**src/design/brat_config.svh**
```systemverilog
`ifndef BRAT_CONFIG_SVH
`define BRAT_CONFIG_SVH

// Branch resolution table sizing
`define BRAT_DEPTH    8
`define BRAT_PORTS    3
`define ROB_ID_WIDTH  6

// Program counter width
`define XLEN          32

// Gshare predictor sizing
// History width has to match the counter index width
`define PRED_ENTRIES  64
`define HIST_WIDTH    6

`endif
```
**src/design/predictor_pkg.sv**
```systemverilog
`include "brat_config.svh"

package predictor_pkg;

    // Two-bit saturating counter
    typedef enum logic [1:0] {
        STRONG_NT = 2'b00,
        WEAK_NT   = 2'b01,
        WEAK_T    = 2'b10,
        STRONG_T  = 2'b11
    } counter_state_e;

    // Committed global history, newest outcome in the LSB
    typedef logic [`HIST_WIDTH-1:0] history_t;

    // Response to a prediction query
    typedef struct packed {
        logic valid;
        logic taken;
    } prediction_t;

endpackage

```
**src/design/branch_cfg_pkg.sv**
```systemverilog
`include "brat_config.svh"

package branch_cfg_pkg;

    typedef logic [`ROB_ID_WIDTH-1:0] rob_id_t;
    typedef logic [`XLEN-1:0]         pc_t;

    // Branch opcode as seen by the table
    typedef enum logic [1:0] {
        BR_COND = 2'd0,
        BR_JAL  = 2'd1,
        BR_JALR = 2'd2
    } branch_kind_e;

    // One predicted branch handed over by fetch
    typedef struct packed {
        logic         valid;
        rob_id_t      rob_id;
        pc_t          pc;
        branch_kind_e kind;
        logic         pred_taken;
    } branch_alloc_t;

    // Outcome reported by one execute port
    typedef struct packed {
        logic    valid;
        rob_id_t rob_id;
        logic    mispredicted;
        pc_t     correct_pc;
    } exec_result_t;

    // Branch released in program order
    typedef struct packed {
        logic         valid;
        rob_id_t      rob_id;
        branch_kind_e kind;
        pc_t          pc;
        logic         mispredicted;
        logic         taken;
        pc_t          correct_pc;
    } branch_resolve_t;

endpackage

```
**src/design/branch_resolution_top.sv**
```systemverilog
`timescale 1ns/100ps

`include "brat_config.svh"

module branch_resolution_top
    import branch_cfg_pkg::*;
    import predictor_pkg::*;
(
    input  logic            clk_i,
    input  logic            reset_i,

    // Fetch side
    input  branch_alloc_t   alloc_i,
    input  logic            predict_req_i,
    input  pc_t             predict_pc_i,
    output prediction_t     prediction_o,

    // Execute side
    input  exec_result_t    exec_i [`BRAT_PORTS],

    // In-order resolution
    output branch_resolve_t resolve_o [`BRAT_PORTS],
    output logic            flush_o,
    output logic            full_o
);

    // ========================================
    // Issue side branch table
    // ========================================
    brat_table i_brat_table (
        .clk_i    (clk_i),
        .reset_i  (reset_i),
        .alloc_i  (alloc_i),
        .exec_i   (exec_i),
        .resolve_o(resolve_o),
        .flush_o  (flush_o),
        .full_o   (full_o)
    );

    // ========================================
    // Fetch side predictor, trained by releases
    // ========================================
    gshare_predictor i_gshare_predictor (
        .clk_i        (clk_i),
        .reset_i      (reset_i),
        .predict_req_i(predict_req_i),
        .predict_pc_i (predict_pc_i),
        .resolve_i    (resolve_o),
        .prediction_o (prediction_o)
    );

endmodule

```
**src/design/gshare_predictor.sv**
```systemverilog
`timescale 1ns/100ps

`include "brat_config.svh"

module gshare_predictor
    import branch_cfg_pkg::*;
    import predictor_pkg::*;
(
    input  logic            clk_i,
    input  logic            reset_i,
    input  logic            predict_req_i,
    input  pc_t             predict_pc_i,
    input  branch_resolve_t resolve_i [`BRAT_PORTS],
    output prediction_t     prediction_o
);

    localparam int IDX_W = $clog2(`PRED_ENTRIES);

    counter_state_e counters_q [`PRED_ENTRIES];
    counter_state_e counters_d [`PRED_ENTRIES];
    history_t       history_q;
    history_t       history_d;
    logic [IDX_W-1:0] query_idx;

    // Saturating step toward the actual outcome
    function automatic counter_state_e step_counter(counter_state_e state, logic taken);
        counter_state_e next_state;
        case (state)
            STRONG_NT: next_state = taken ? WEAK_NT  : STRONG_NT;
            WEAK_NT:   next_state = taken ? WEAK_T   : STRONG_NT;
            WEAK_T:    next_state = taken ? STRONG_T : WEAK_NT;
            STRONG_T:  next_state = taken ? STRONG_T : WEAK_T;
            default:   next_state = WEAK_NT;
        endcase
        return next_state;
    endfunction

    // Word address bits hashed with committed history
    assign query_idx = predict_pc_i[IDX_W+1:2] ^ history_q;

    // Release slots are applied oldest first, each sees the history of the one before
    always_comb begin : update_chain
        logic [IDX_W-1:0] upd_idx;

        counters_d = counters_q;
        history_d  = history_q;
        upd_idx    = '0;
        for (int s = 0; s < `BRAT_PORTS; s++) begin
            if (resolve_i[s].valid && (resolve_i[s].kind == BR_COND)) begin
                upd_idx             = resolve_i[s].pc[IDX_W+1:2] ^ history_d;
                counters_d[upd_idx] = step_counter(counters_d[upd_idx], resolve_i[s].taken);
                history_d           = {history_d[`HIST_WIDTH-2:0], resolve_i[s].taken};
            end
        end
    end

    always_ff @(posedge clk_i) begin
        if (reset_i) begin
            for (int i = 0; i < `PRED_ENTRIES; i++) begin
                counters_q[i] <= WEAK_NT;
            end
            history_q          <= '0;
            prediction_o.valid <= 1'b0;
            prediction_o.taken <= 1'b0;
        end else begin
            counters_q         <= counters_d;
            history_q          <= history_d;
            prediction_o.valid <= predict_req_i;
            prediction_o.taken <= counters_q[query_idx] inside {WEAK_T, STRONG_T};
        end
    end

endmodule

```
**src/design/brat_table.sv**
```systemverilog
`timescale 1ns/100ps

`include "brat_config.svh"

module brat_table
    import branch_cfg_pkg::*;
(
    input  logic            clk_i,
    input  logic            reset_i,
    input  branch_alloc_t   alloc_i,
    input  exec_result_t    exec_i [`BRAT_PORTS],
    output branch_resolve_t resolve_o [`BRAT_PORTS],
    output logic            flush_o,
    output logic            full_o
);

    localparam int PTR_W = $clog2(`BRAT_DEPTH);

    // Entry storage, the valid field of entry_info_q marks occupancy
    branch_alloc_t          entry_info_q [`BRAT_DEPTH];
    logic [`BRAT_DEPTH-1:0] entry_resolved_q;
    logic [`BRAT_DEPTH-1:0] entry_mispredicted_q;
    pc_t                    entry_correct_pc_q [`BRAT_DEPTH];

    logic [PTR_W-1:0] head_q;
    logic [PTR_W-1:0] tail_q;
    logic [PTR_W:0]   count_q;

    logic [1:0]       retire_count;
    logic             flush_now;
    logic             alloc_take;
    logic [PTR_W-1:0] head_next;

    logic [`BRAT_DEPTH-1:0] exec_hit;
    logic [`BRAT_DEPTH-1:0] exec_hit_mispredicted;
    pc_t                    exec_hit_pc [`BRAT_DEPTH];

    logic [PTR_W-1:0] slot_idx [`BRAT_PORTS];
    branch_resolve_t  slot_data [`BRAT_PORTS];

    // ========================================
    // Out-of-order resolution
    // ========================================

    // Every entry compares its ROB id against all execute ports
    always_comb begin
        for (int i = 0; i < `BRAT_DEPTH; i++) begin
            exec_hit[i]              = 1'b0;
            exec_hit_mispredicted[i] = 1'b0;
            exec_hit_pc[i]           = '0;
            for (int p = 0; p < `BRAT_PORTS; p++) begin
                if (exec_i[p].valid && entry_info_q[i].valid && !entry_resolved_q[i] &&
                    (exec_i[p].rob_id == entry_info_q[i].rob_id)) begin
                    exec_hit[i]              = 1'b1;
                    exec_hit_mispredicted[i] = exec_i[p].mispredicted;
                    exec_hit_pc[i]           = exec_i[p].correct_pc;
                end
            end
        end
    end

    // ========================================
    // In-order release
    // ========================================

    brat_retire_select #(
        .PTR_W(PTR_W)
    ) i_brat_retire_select (
        .entry_resolved_i    (entry_resolved_q),
        .entry_mispredicted_i(entry_mispredicted_q),
        .head_i              (head_q),
        .count_i             (count_q),
        .retire_count_o      (retire_count),
        .flush_slot_valid_o  (flush_now)
    );

    assign head_next = head_q + PTR_W'(retire_count);

    // Build the release records from the head
    always_comb begin
        for (int s = 0; s < `BRAT_PORTS; s++) begin
            slot_idx[s]               = head_q + PTR_W'(s);
            slot_data[s].valid        = (s < int'(retire_count));
            slot_data[s].rob_id       = entry_info_q[slot_idx[s]].rob_id;
            slot_data[s].kind         = entry_info_q[slot_idx[s]].kind;
            slot_data[s].pc           = entry_info_q[slot_idx[s]].pc;
            slot_data[s].mispredicted = entry_mispredicted_q[slot_idx[s]];
            slot_data[s].correct_pc   = entry_correct_pc_q[slot_idx[s]];
            // Jumps are always taken
            if (entry_info_q[slot_idx[s]].kind == BR_COND) begin
                slot_data[s].taken = entry_info_q[slot_idx[s]].pred_taken ^
                                     entry_mispredicted_q[slot_idx[s]];
            end else begin
                slot_data[s].taken = 1'b1;
            end
        end
    end

    // Wrong-path allocations around a flush are dropped
    assign alloc_take = alloc_i.valid && !full_o && !flush_o && !flush_now;
    assign full_o     = (count_q == (PTR_W+1)'(`BRAT_DEPTH));

    // ========================================
    // State update
    // ========================================

    always_ff @(posedge clk_i) begin
        if (reset_i) begin
            head_q           <= '0;
            tail_q           <= '0;
            count_q          <= '0;
            flush_o          <= 1'b0;
            entry_resolved_q <= '0;
            for (int i = 0; i < `BRAT_DEPTH; i++) begin
                entry_info_q[i].valid <= 1'b0;
            end
            for (int s = 0; s < `BRAT_PORTS; s++) begin
                resolve_o[s].valid <= 1'b0;
            end
        end else begin
            flush_o <= flush_now;
            head_q  <= head_next;

            for (int i = 0; i < `BRAT_DEPTH; i++) begin
                if (exec_hit[i]) begin
                    entry_resolved_q[i]     <= 1'b1;
                    entry_mispredicted_q[i] <= exec_hit_mispredicted[i];
                    entry_correct_pc_q[i]   <= exec_hit_pc[i];
                end
            end

            if (alloc_take) begin
                entry_info_q[tail_q]     <= alloc_i;
                entry_resolved_q[tail_q] <= 1'b0;
            end

            for (int s = 0; s < `BRAT_PORTS; s++) begin
                resolve_o[s] <= slot_data[s];
                if (slot_data[s].valid) begin
                    entry_info_q[slot_idx[s]].valid <= 1'b0;
                    entry_resolved_q[slot_idx[s]]   <= 1'b0;
                end
            end

            // Everything left after a mispredict is younger
            if (flush_now) begin
                for (int i = 0; i < `BRAT_DEPTH; i++) begin
                    entry_info_q[i].valid <= 1'b0;
                end
                tail_q  <= head_next;
                count_q <= '0;
            end else begin
                tail_q  <= tail_q + PTR_W'(alloc_take);
                count_q <= count_q + (PTR_W+1)'(alloc_take) - (PTR_W+1)'(retire_count);
            end
        end
    end

endmodule

```
**src/design/brat_retire_select.sv**
```systemverilog
`timescale 1ns/100ps

`include "brat_config.svh"

module brat_retire_select #(
    parameter int PTR_W = $clog2(`BRAT_DEPTH)
) (
    input  logic [`BRAT_DEPTH-1:0] entry_resolved_i,
    input  logic [`BRAT_DEPTH-1:0] entry_mispredicted_i,
    input  logic [PTR_W-1:0]       head_i,
    input  logic [PTR_W:0]         count_i,
    output logic [1:0]             retire_count_o,
    output logic                   flush_slot_valid_o
);

    // Walk the oldest entries in program order
    always_comb begin : scan_head
        logic             stop;
        logic [PTR_W-1:0] idx;

        stop               = 1'b0;
        retire_count_o     = '0;
        flush_slot_valid_o = 1'b0;
        for (int s = 0; s < `BRAT_PORTS; s++) begin
            idx = head_i + PTR_W'(s);
            if (!stop && ((PTR_W+1)'(s) < count_i) && entry_resolved_i[idx]) begin
                retire_count_o = 2'(s + 1);
                // Nothing younger than a mispredict may leave
                if (entry_mispredicted_i[idx]) begin
                    flush_slot_valid_o = 1'b1;
                    stop               = 1'b1;
                end
            end else begin
                // First unresolved entry blocks the rest
                stop = 1'b1;
            end
        end
    end

endmodule

```
**config.mk**
```make
export PLATFORM = sky130hd
export DESIGN_NAME = branch_resolution_top
export DESIGN_NICKNAME = d
export VERILOG_FILES = /design/src/design/predictor_pkg.sv /design/src/design/branch_cfg_pkg.sv /design/src/design/branch_resolution_top.sv /design/src/design/gshare_predictor.sv /design/src/design/brat_table.sv /design/src/design/brat_retire_select.sv
export VERILOG_INCLUDE_DIRS = /design/src /design/src/design
export SDC_FILE = /design/constraint.sdc
export NUM_CORES = 2
export LEC_CHECK = 0
export BUFFER_PORTS_ARGS = -buffer_cell sky130_fd_sc_hd__buf_2
export CAP_MARGIN = 20
export CORE_ASPECT_RATIO = 0.8
export CORE_UTILIZATION = 63
export CTS_BUF_LIST = sky130_fd_sc_hd__clkbuf_4 sky130_fd_sc_hd__clkbuf_8
export CTS_CLUSTER_DIAMETER = 60
export DETAILED_ROUTE_END_ITERATION = 8
export GPL_TIMING_DRIVEN = 0
export PLACE_DENSITY = 0.9
export SETUP_SLACK_MARGIN = 0.3
export SLEW_MARGIN = 30
export SYNTH_ARGS = -nofsm -noshare
export SYNTH_HDL_FRONTEND = slang
export SYNTH_SLANG_ARGS = --single-unit
```
**constraint.sdc**
```tcl
create_clock -name clk_i -period 14.9 [get_ports clk_i]
set_clock_uncertainty 0.05 [all_clocks]
set_input_delay 0.745 -clock clk_i [delete_from_list [all_inputs] [get_ports clk_i]]
set_output_delay 0.745 -clock clk_i [all_outputs]
set_load 0.005 [all_outputs]
```
==> flow_summary.json, run 1 <==
{
  "synthesis.area_um2": 60800,
  "dpl_worst_slack_ns": 5.91,
  "ys_ff_latch": 980,
  "synth-edff-count": 814,
  "error": "[ERROR GRT-0232] Routing congestion too high. Check the congestion heatmap in the GUI.",
  "cts_max_path_buffers": 3,
  "syn_inst": 5894,
  "grt_max_degree": 51,
  "place_area_um2": 66000,
  "cts_sinks": 980,
  "synth_nets": 6115,
  "root_buffer": "clkbuf_8",
  "cts_setup_buffers": 0,
  "die_height_um": 280,
  "cts_buffers": 153,
  "synth_cell_type_count": 104,
  "avgSynthCellArea_um2": 10.3,
  "stop_stage": "5_1_grt",
  "place_hpwl_um": 264000,
  "track_usage_pct": 80.9,
  "synthFlopType": "edfxtp_1",
  "yosys-top-cells-area": "edfxtp_1, mux4_2, mux2_2",
  "outcome": "did not finish",
  "yosys_warnings": 0,
  "yosysTopAreaCellShare_pct": 40.2,
  "num_io_pins": 426,
  "port_buffers": 319,
  "routabilityCongestion": 1.39,
  "fp.dieW_um": 349,
  "rows": 101,
  "antenna_found_initial": 77,
  "ys_seq_area_share_pct": 45.7,
  "synthArstFlopShare_pct": 0,
  "synth_area_leader_cell": "edfxtp_1",
  "cts_resized": 0,
  "initial_core_util_pct": 63.8,
  "grt_overflow_total": 114,
  "htree_levels": 4
}
==> cell usage after synthesis (22+ instances only) <==
| cell | instances |
|---|---|
| a211o_1 | 46 |
| a211oi_1 | 71 |
| a21oi_1 | 381 |
| a221oi_1 | 72 |
| a22oi_1 | 350 |
| a31oi_1 | 66 |
| and3_1 | 40 |
| buf_1 | 35 |
| buf_2 | 42 |
| buf_4 | 30 |
| clkbuf_1 | 411 |
| clkbuf_2 | 30 |
| dfxtp_1 | 166 |
| edfxtp_1 | 814 |
| ha_1 | 22 |
| inv_1 | 26 |
| mux2_2 | 308 |
| mux2i_1 | 32 |
| mux4_2 | 180 |
| nand2_1 | 595 |
| nand2b_1 | 28 |
| nand3_1 | 105 |
| nand4_1 | 129 |
| nor2_1 | 463 |
| nor3_1 | 128 |
| nor3b_1 | 138 |
| nor4_1 | 45 |
| o211ai_1 | 79 |
| o21ai_0 | 358 |
| o221ai_1 | 54 |
| o22ai_1 | 79 |
| o32ai_1 | 22 |
| or2_1 | 36 |
| or3_1 | 23 |
| xnor2_1 | 52 |
| xor2_1 | 128 |
==> through the flow <==
step	utilization [%]	hold slack (ns)	cells
floorplan	-	0.450	5894
global placement	67.2	0.465	7500
detailed placement	69.4	0.478	7581
CTS	72.8	0.0154	7859
==> cell families after synthesis <==
kind of cell             after synthesis  share of synthesized area [%]
AO/OA/AOI/OAI                       1780                           19.5
buffers and inverters                584                           4.04
flip-flops                           980                           45.7
AND/OR/NAND/NOR                     1811                           14.4
adder cells (fa/ha/maj)               31                          0.636
XOR/XNOR                             188                           2.86
multiplexers                         520                           12.9
==> what timing repair did <==
| item | CTS |
|---|---|
| hold buffers | 1 |
| hold endpoints to repair | 1 |
| endpoints found under the setup margin | 0 |
==> routing by layer <==
metal	track usage [%]	overflow
met2	88.6	44
met3	74.4	7
met4	67.3	42
met1	86.3	18
met5	55.7	3
==> inputs of run 2 (changes only) <==
Settings changed: CORE_ASPECT_RATIO 0.8 to not set, CORE_UTILIZATION 63 to 40, CTS_BUF_LIST sky130_fd_sc_hd__clkbuf_4 sky130_fd_sc_hd__clkbuf_8 to not set, CTS_CLUSTER_DIAMETER 60 to not set, PLACE_DENSITY 0.9 to not set, PLACE_DENSITY_LB_ADDON set to 0.15, SETUP_SLACK_MARGIN 0.3 to not set.
==> run 2 against run 1 <==
- the run now ends clean
- synthesized cell count unchanged
- synthesized area stayed put
==> flow_summary.json, run 2 <==
{
  "synthArstFlopShare_pct": 0,
  "synth_cell_type_count": 104,
  "syn_inst": 5894,
  "fin_crit_ns": 10.56,
  "path_common_cell": "nor2_1",
  "p_sw_share_pct": 27.5,
  "cpPeakStageDelay_ns": 0.99,
  "grt_max_degree": 50,
  "finalSetupViolCount": 0,
  "vias": 64514,
  "critical_path_class": "flip-flop to flip-flop",
  "met1_usage_pct": 62.5,
  "clkLatencyLatePin_ns": 0.80,
  "routabilityCongestion": 1.16,
  "synth_area_leader_cell": "edfxtp_1",
  "grtUsageMet3_pct": 25.4,
  "fin_nets": 6676,
  "die_area_um2": 153000,
  "cts_tree": "done",
  "mostFrequentLayoutCell": "edfxtp_1",
  "port_buffers": 319,
  "viasPerCell": 7.47,
  "ys_seq_area_share_pct": 45.7,
  "leakage_nw": 23.2,
  "critical-path-top-delay-family": "compound AO/OA/AOI/OAI gates",
  "top_regs": "i_brat_table.entry_info_q: 336 flops, i_brat_table.entry_correct_pc_q: 256 flops, i_brat_table.resolve_o: 225 flops",
  "rows": 142,
  "yosys_warnings": 0,
  "regMostFlops": "i_brat_table.entry_info_q",
  "fin_crit_sh_pct": 70.9,
  "multi_input_area_um2": 31100,
  "root_buffer": "clkbuf_16",
  "met2_usage_pct": 69.9,
  "tightest_slew_ns": 1.21,
  "drt-pass1-iter-count": 8,
  "p_int_mw": 4.91,
  "combPwrFrac_pct": 10.1,
  "ir_drop_mv": 0.0935,
  "synthFlopType": "edfxtp_1",
  "mostFrequentLayoutCells": "edfxtp_1, nand2_1, nor2_1, a21oi_1, buf_2",
  "grt_overflow_total": 0,
  "cts_max_path_buffers": 3,
  "place_hpwl_um": 304000,
  "drc": 0,
  "place_inst": 8358,
  "n_fill_cell": 14077,
  "power_frac_seq_pct": 45.3,
  "crit_required_ns": 15.46,
  "cts_buffers": 111,
  "synth-edff-count": 814,
  "holdBufCountCts": 0,
  "grt_pass1_wl_um": 529000,
  "largest_reg_flops": 336,
  "relSlewSlack_pct": 19.5,
  "ys_ff_latch": 980,
  "yosysTopAreaCellShare_pct": 40.2,
  "worstPathMaxFanout": 10,
  "initial_core_util_pct": 40.4,
  "cp_data_arrival_time_ns": 11.12,
  "antenna_found_initial": 70,
  "layout-drive-gt1-share_pct": 22.6,
  "die_height_um": 392,
  "tns_ns": 0,
  "p_per_area_nw_per_um2": 94.2,
  "cap_violations": 0,
  "clkTransAtPathRegs_ns": 0.07,
  "synthMostInstantiatedCell": "edfxtp_1",
  "drt_iter0_drc": 12229,
  "grt-busiest-layer": "met2",
  "cts_resized": 0,
  "ys_top_cells_by_count": "edfxtp_1, nand2_1, nor2_1, clkbuf_1, a21oi_1",
  "num_io_pins": 426,
  "avgSynthCellArea_um2": 10.3,
  "dpl_worst_slack_ns": 5.28,
  "drtAntennaViolNets": 0,
  "cp-start-kind": "flip-flop",
  "yosys-top-cells-area": "edfxtp_1, mux4_2, mux2_2",
  "cts_setup_buffers": 0,
  "place_area_um2": 67700,
  "layoutNonFillerInstCount": 8633,
  "path_cells": "xnor2_2, buf_2, buf_1, nand4_1, nor2_1, nor2_1, a32o_1, o41ai_1, o2111ai_1, a2111oi_0, nand4b_2, inv_2, maj3_1, o31ai_1, a21o_1, and3_1, a21oi_2, clkbuf_1, o211ai_1, a21oi_1",
  "fp.dieW_um": 392,
  "seq_area_um2": 27800,
  "setup_ws_ns": 4.34,
  "final_cell_area_um2": 71800,
  "fmax_mhz": 94.7,
  "wl_per_cell_um": 46.8,
  "outcome": "complete, no violations",
  "min_path_type": "primary input to flip-flop",
  "track_usage_pct": 51.2,
  "rsz0062_at_grt": "no",
  "grt_pass1_vias": 59307,
  "cts_sinks": 980,
  "cp_num_buf_inv": 4,
  "end_kind": "flip-flop",
  "p_switching_mw": 1.86,
  "htree_levels": 3,
  "synthesis.area_um2": 60800,
  "hold_viol": 0,
  "synth_nets": 6115,
  "drv_slew": 0,
  "cpMaxStageDelayCell": "nor2_1",
  "wl_um": 404000,
  "total_power_mw": 6.76,
  "clkPwrFrac_pct": 44.6,
  "syn_to_final_growth_pct": 18.1,
  "design.core.area_um2": 150000
}
==> run 2: cell families (layout without fill, tap and decap cells) <==
logic type / count (synthesis) / count (layout) / share of synthesized area [%]
mux: 520 / 520 / 12.9
buf+inv: 584 / 1244 / 4.04
other cells: 0 / 63 / 0
flops: 980 / 980 / 45.7
fa+ha+maj: 31 / 31 / 0.636
xor+xnor: 188 / 188 / 2.86
compound gates: 1780 / 1780 / 19.5
simple gates: 1811 / 1811 / 14.4
==> run 2: per-stage QoR <==
step,hold WS [ns],utilization (%)
2_1_floorplan,0.450,-
3_3_place_gp,0.469,43.2
3_5_place_dp,0.481,45.0
4_1_cts,0.129,47.6
5_1_grt,0.169,47.7
6_report,0.161,47.7
==> run 2: power by group through the flow <==
stage | registers (mW) | logic [mW] | clock network, mW
2_1_floorplan | 3.11 | 0.290 | 0
3_3_place_gp | 3.14 | 0.608 | 0
3_5_place_dp | 3.12 | 0.640 | 0
4_1_cts | 3.06 | 0.643 | 3.00
5_1_grt | 3.06 | 0.680 | 3.09
6_report | 3.06 | 0.685 | 3.02
==> run 2: metal layers <==
layer / vias up / share of wire [%]
met5: - / 0.075
met4: 44 / 8.7
met3: 1811 / 16
met2: 6651 / 39
met1: 31767 / 36
li1: 24241 / -
==> run 2: final timing paths <==
kind	start	to	slack, ns	cells past startpoint
setup reg to reg	i_brat_table.resolve_o[187]	i_gshare_predictor.counters_q[69]	4.34	20
hold reg to reg	i_brat_table.entry_info_q[7][41]	i_brat_table.entry_info_q[7][41]	0.49	2
hold / removal	predict_req_i	i_gshare_predictor.prediction_o[1]	0.16	2
setup / recovery	i_brat_table.resolve_o[187]	i_gshare_predictor.counters_q[69]	4.34	20
==> run 2: layout make-up <==
| type | count | share of cell area, % |
|---|---|---|
| multi-input cells | 4330 | 43.3 |
| flip-flops and latches | 980 | 38.7 |
| repair buffers | 448 | 5.21 |
| clock buffers | 136 | 4.10 |
| plain buffers | 556 | 3.52 |
| well taps | 2016 | 3.51 |
| clock inverters | 76 | 1.32 |
| diodes | 63 | 0.220 |
| inverters | 28 | 0.146 |
Power figures use the tool's default switching activity.
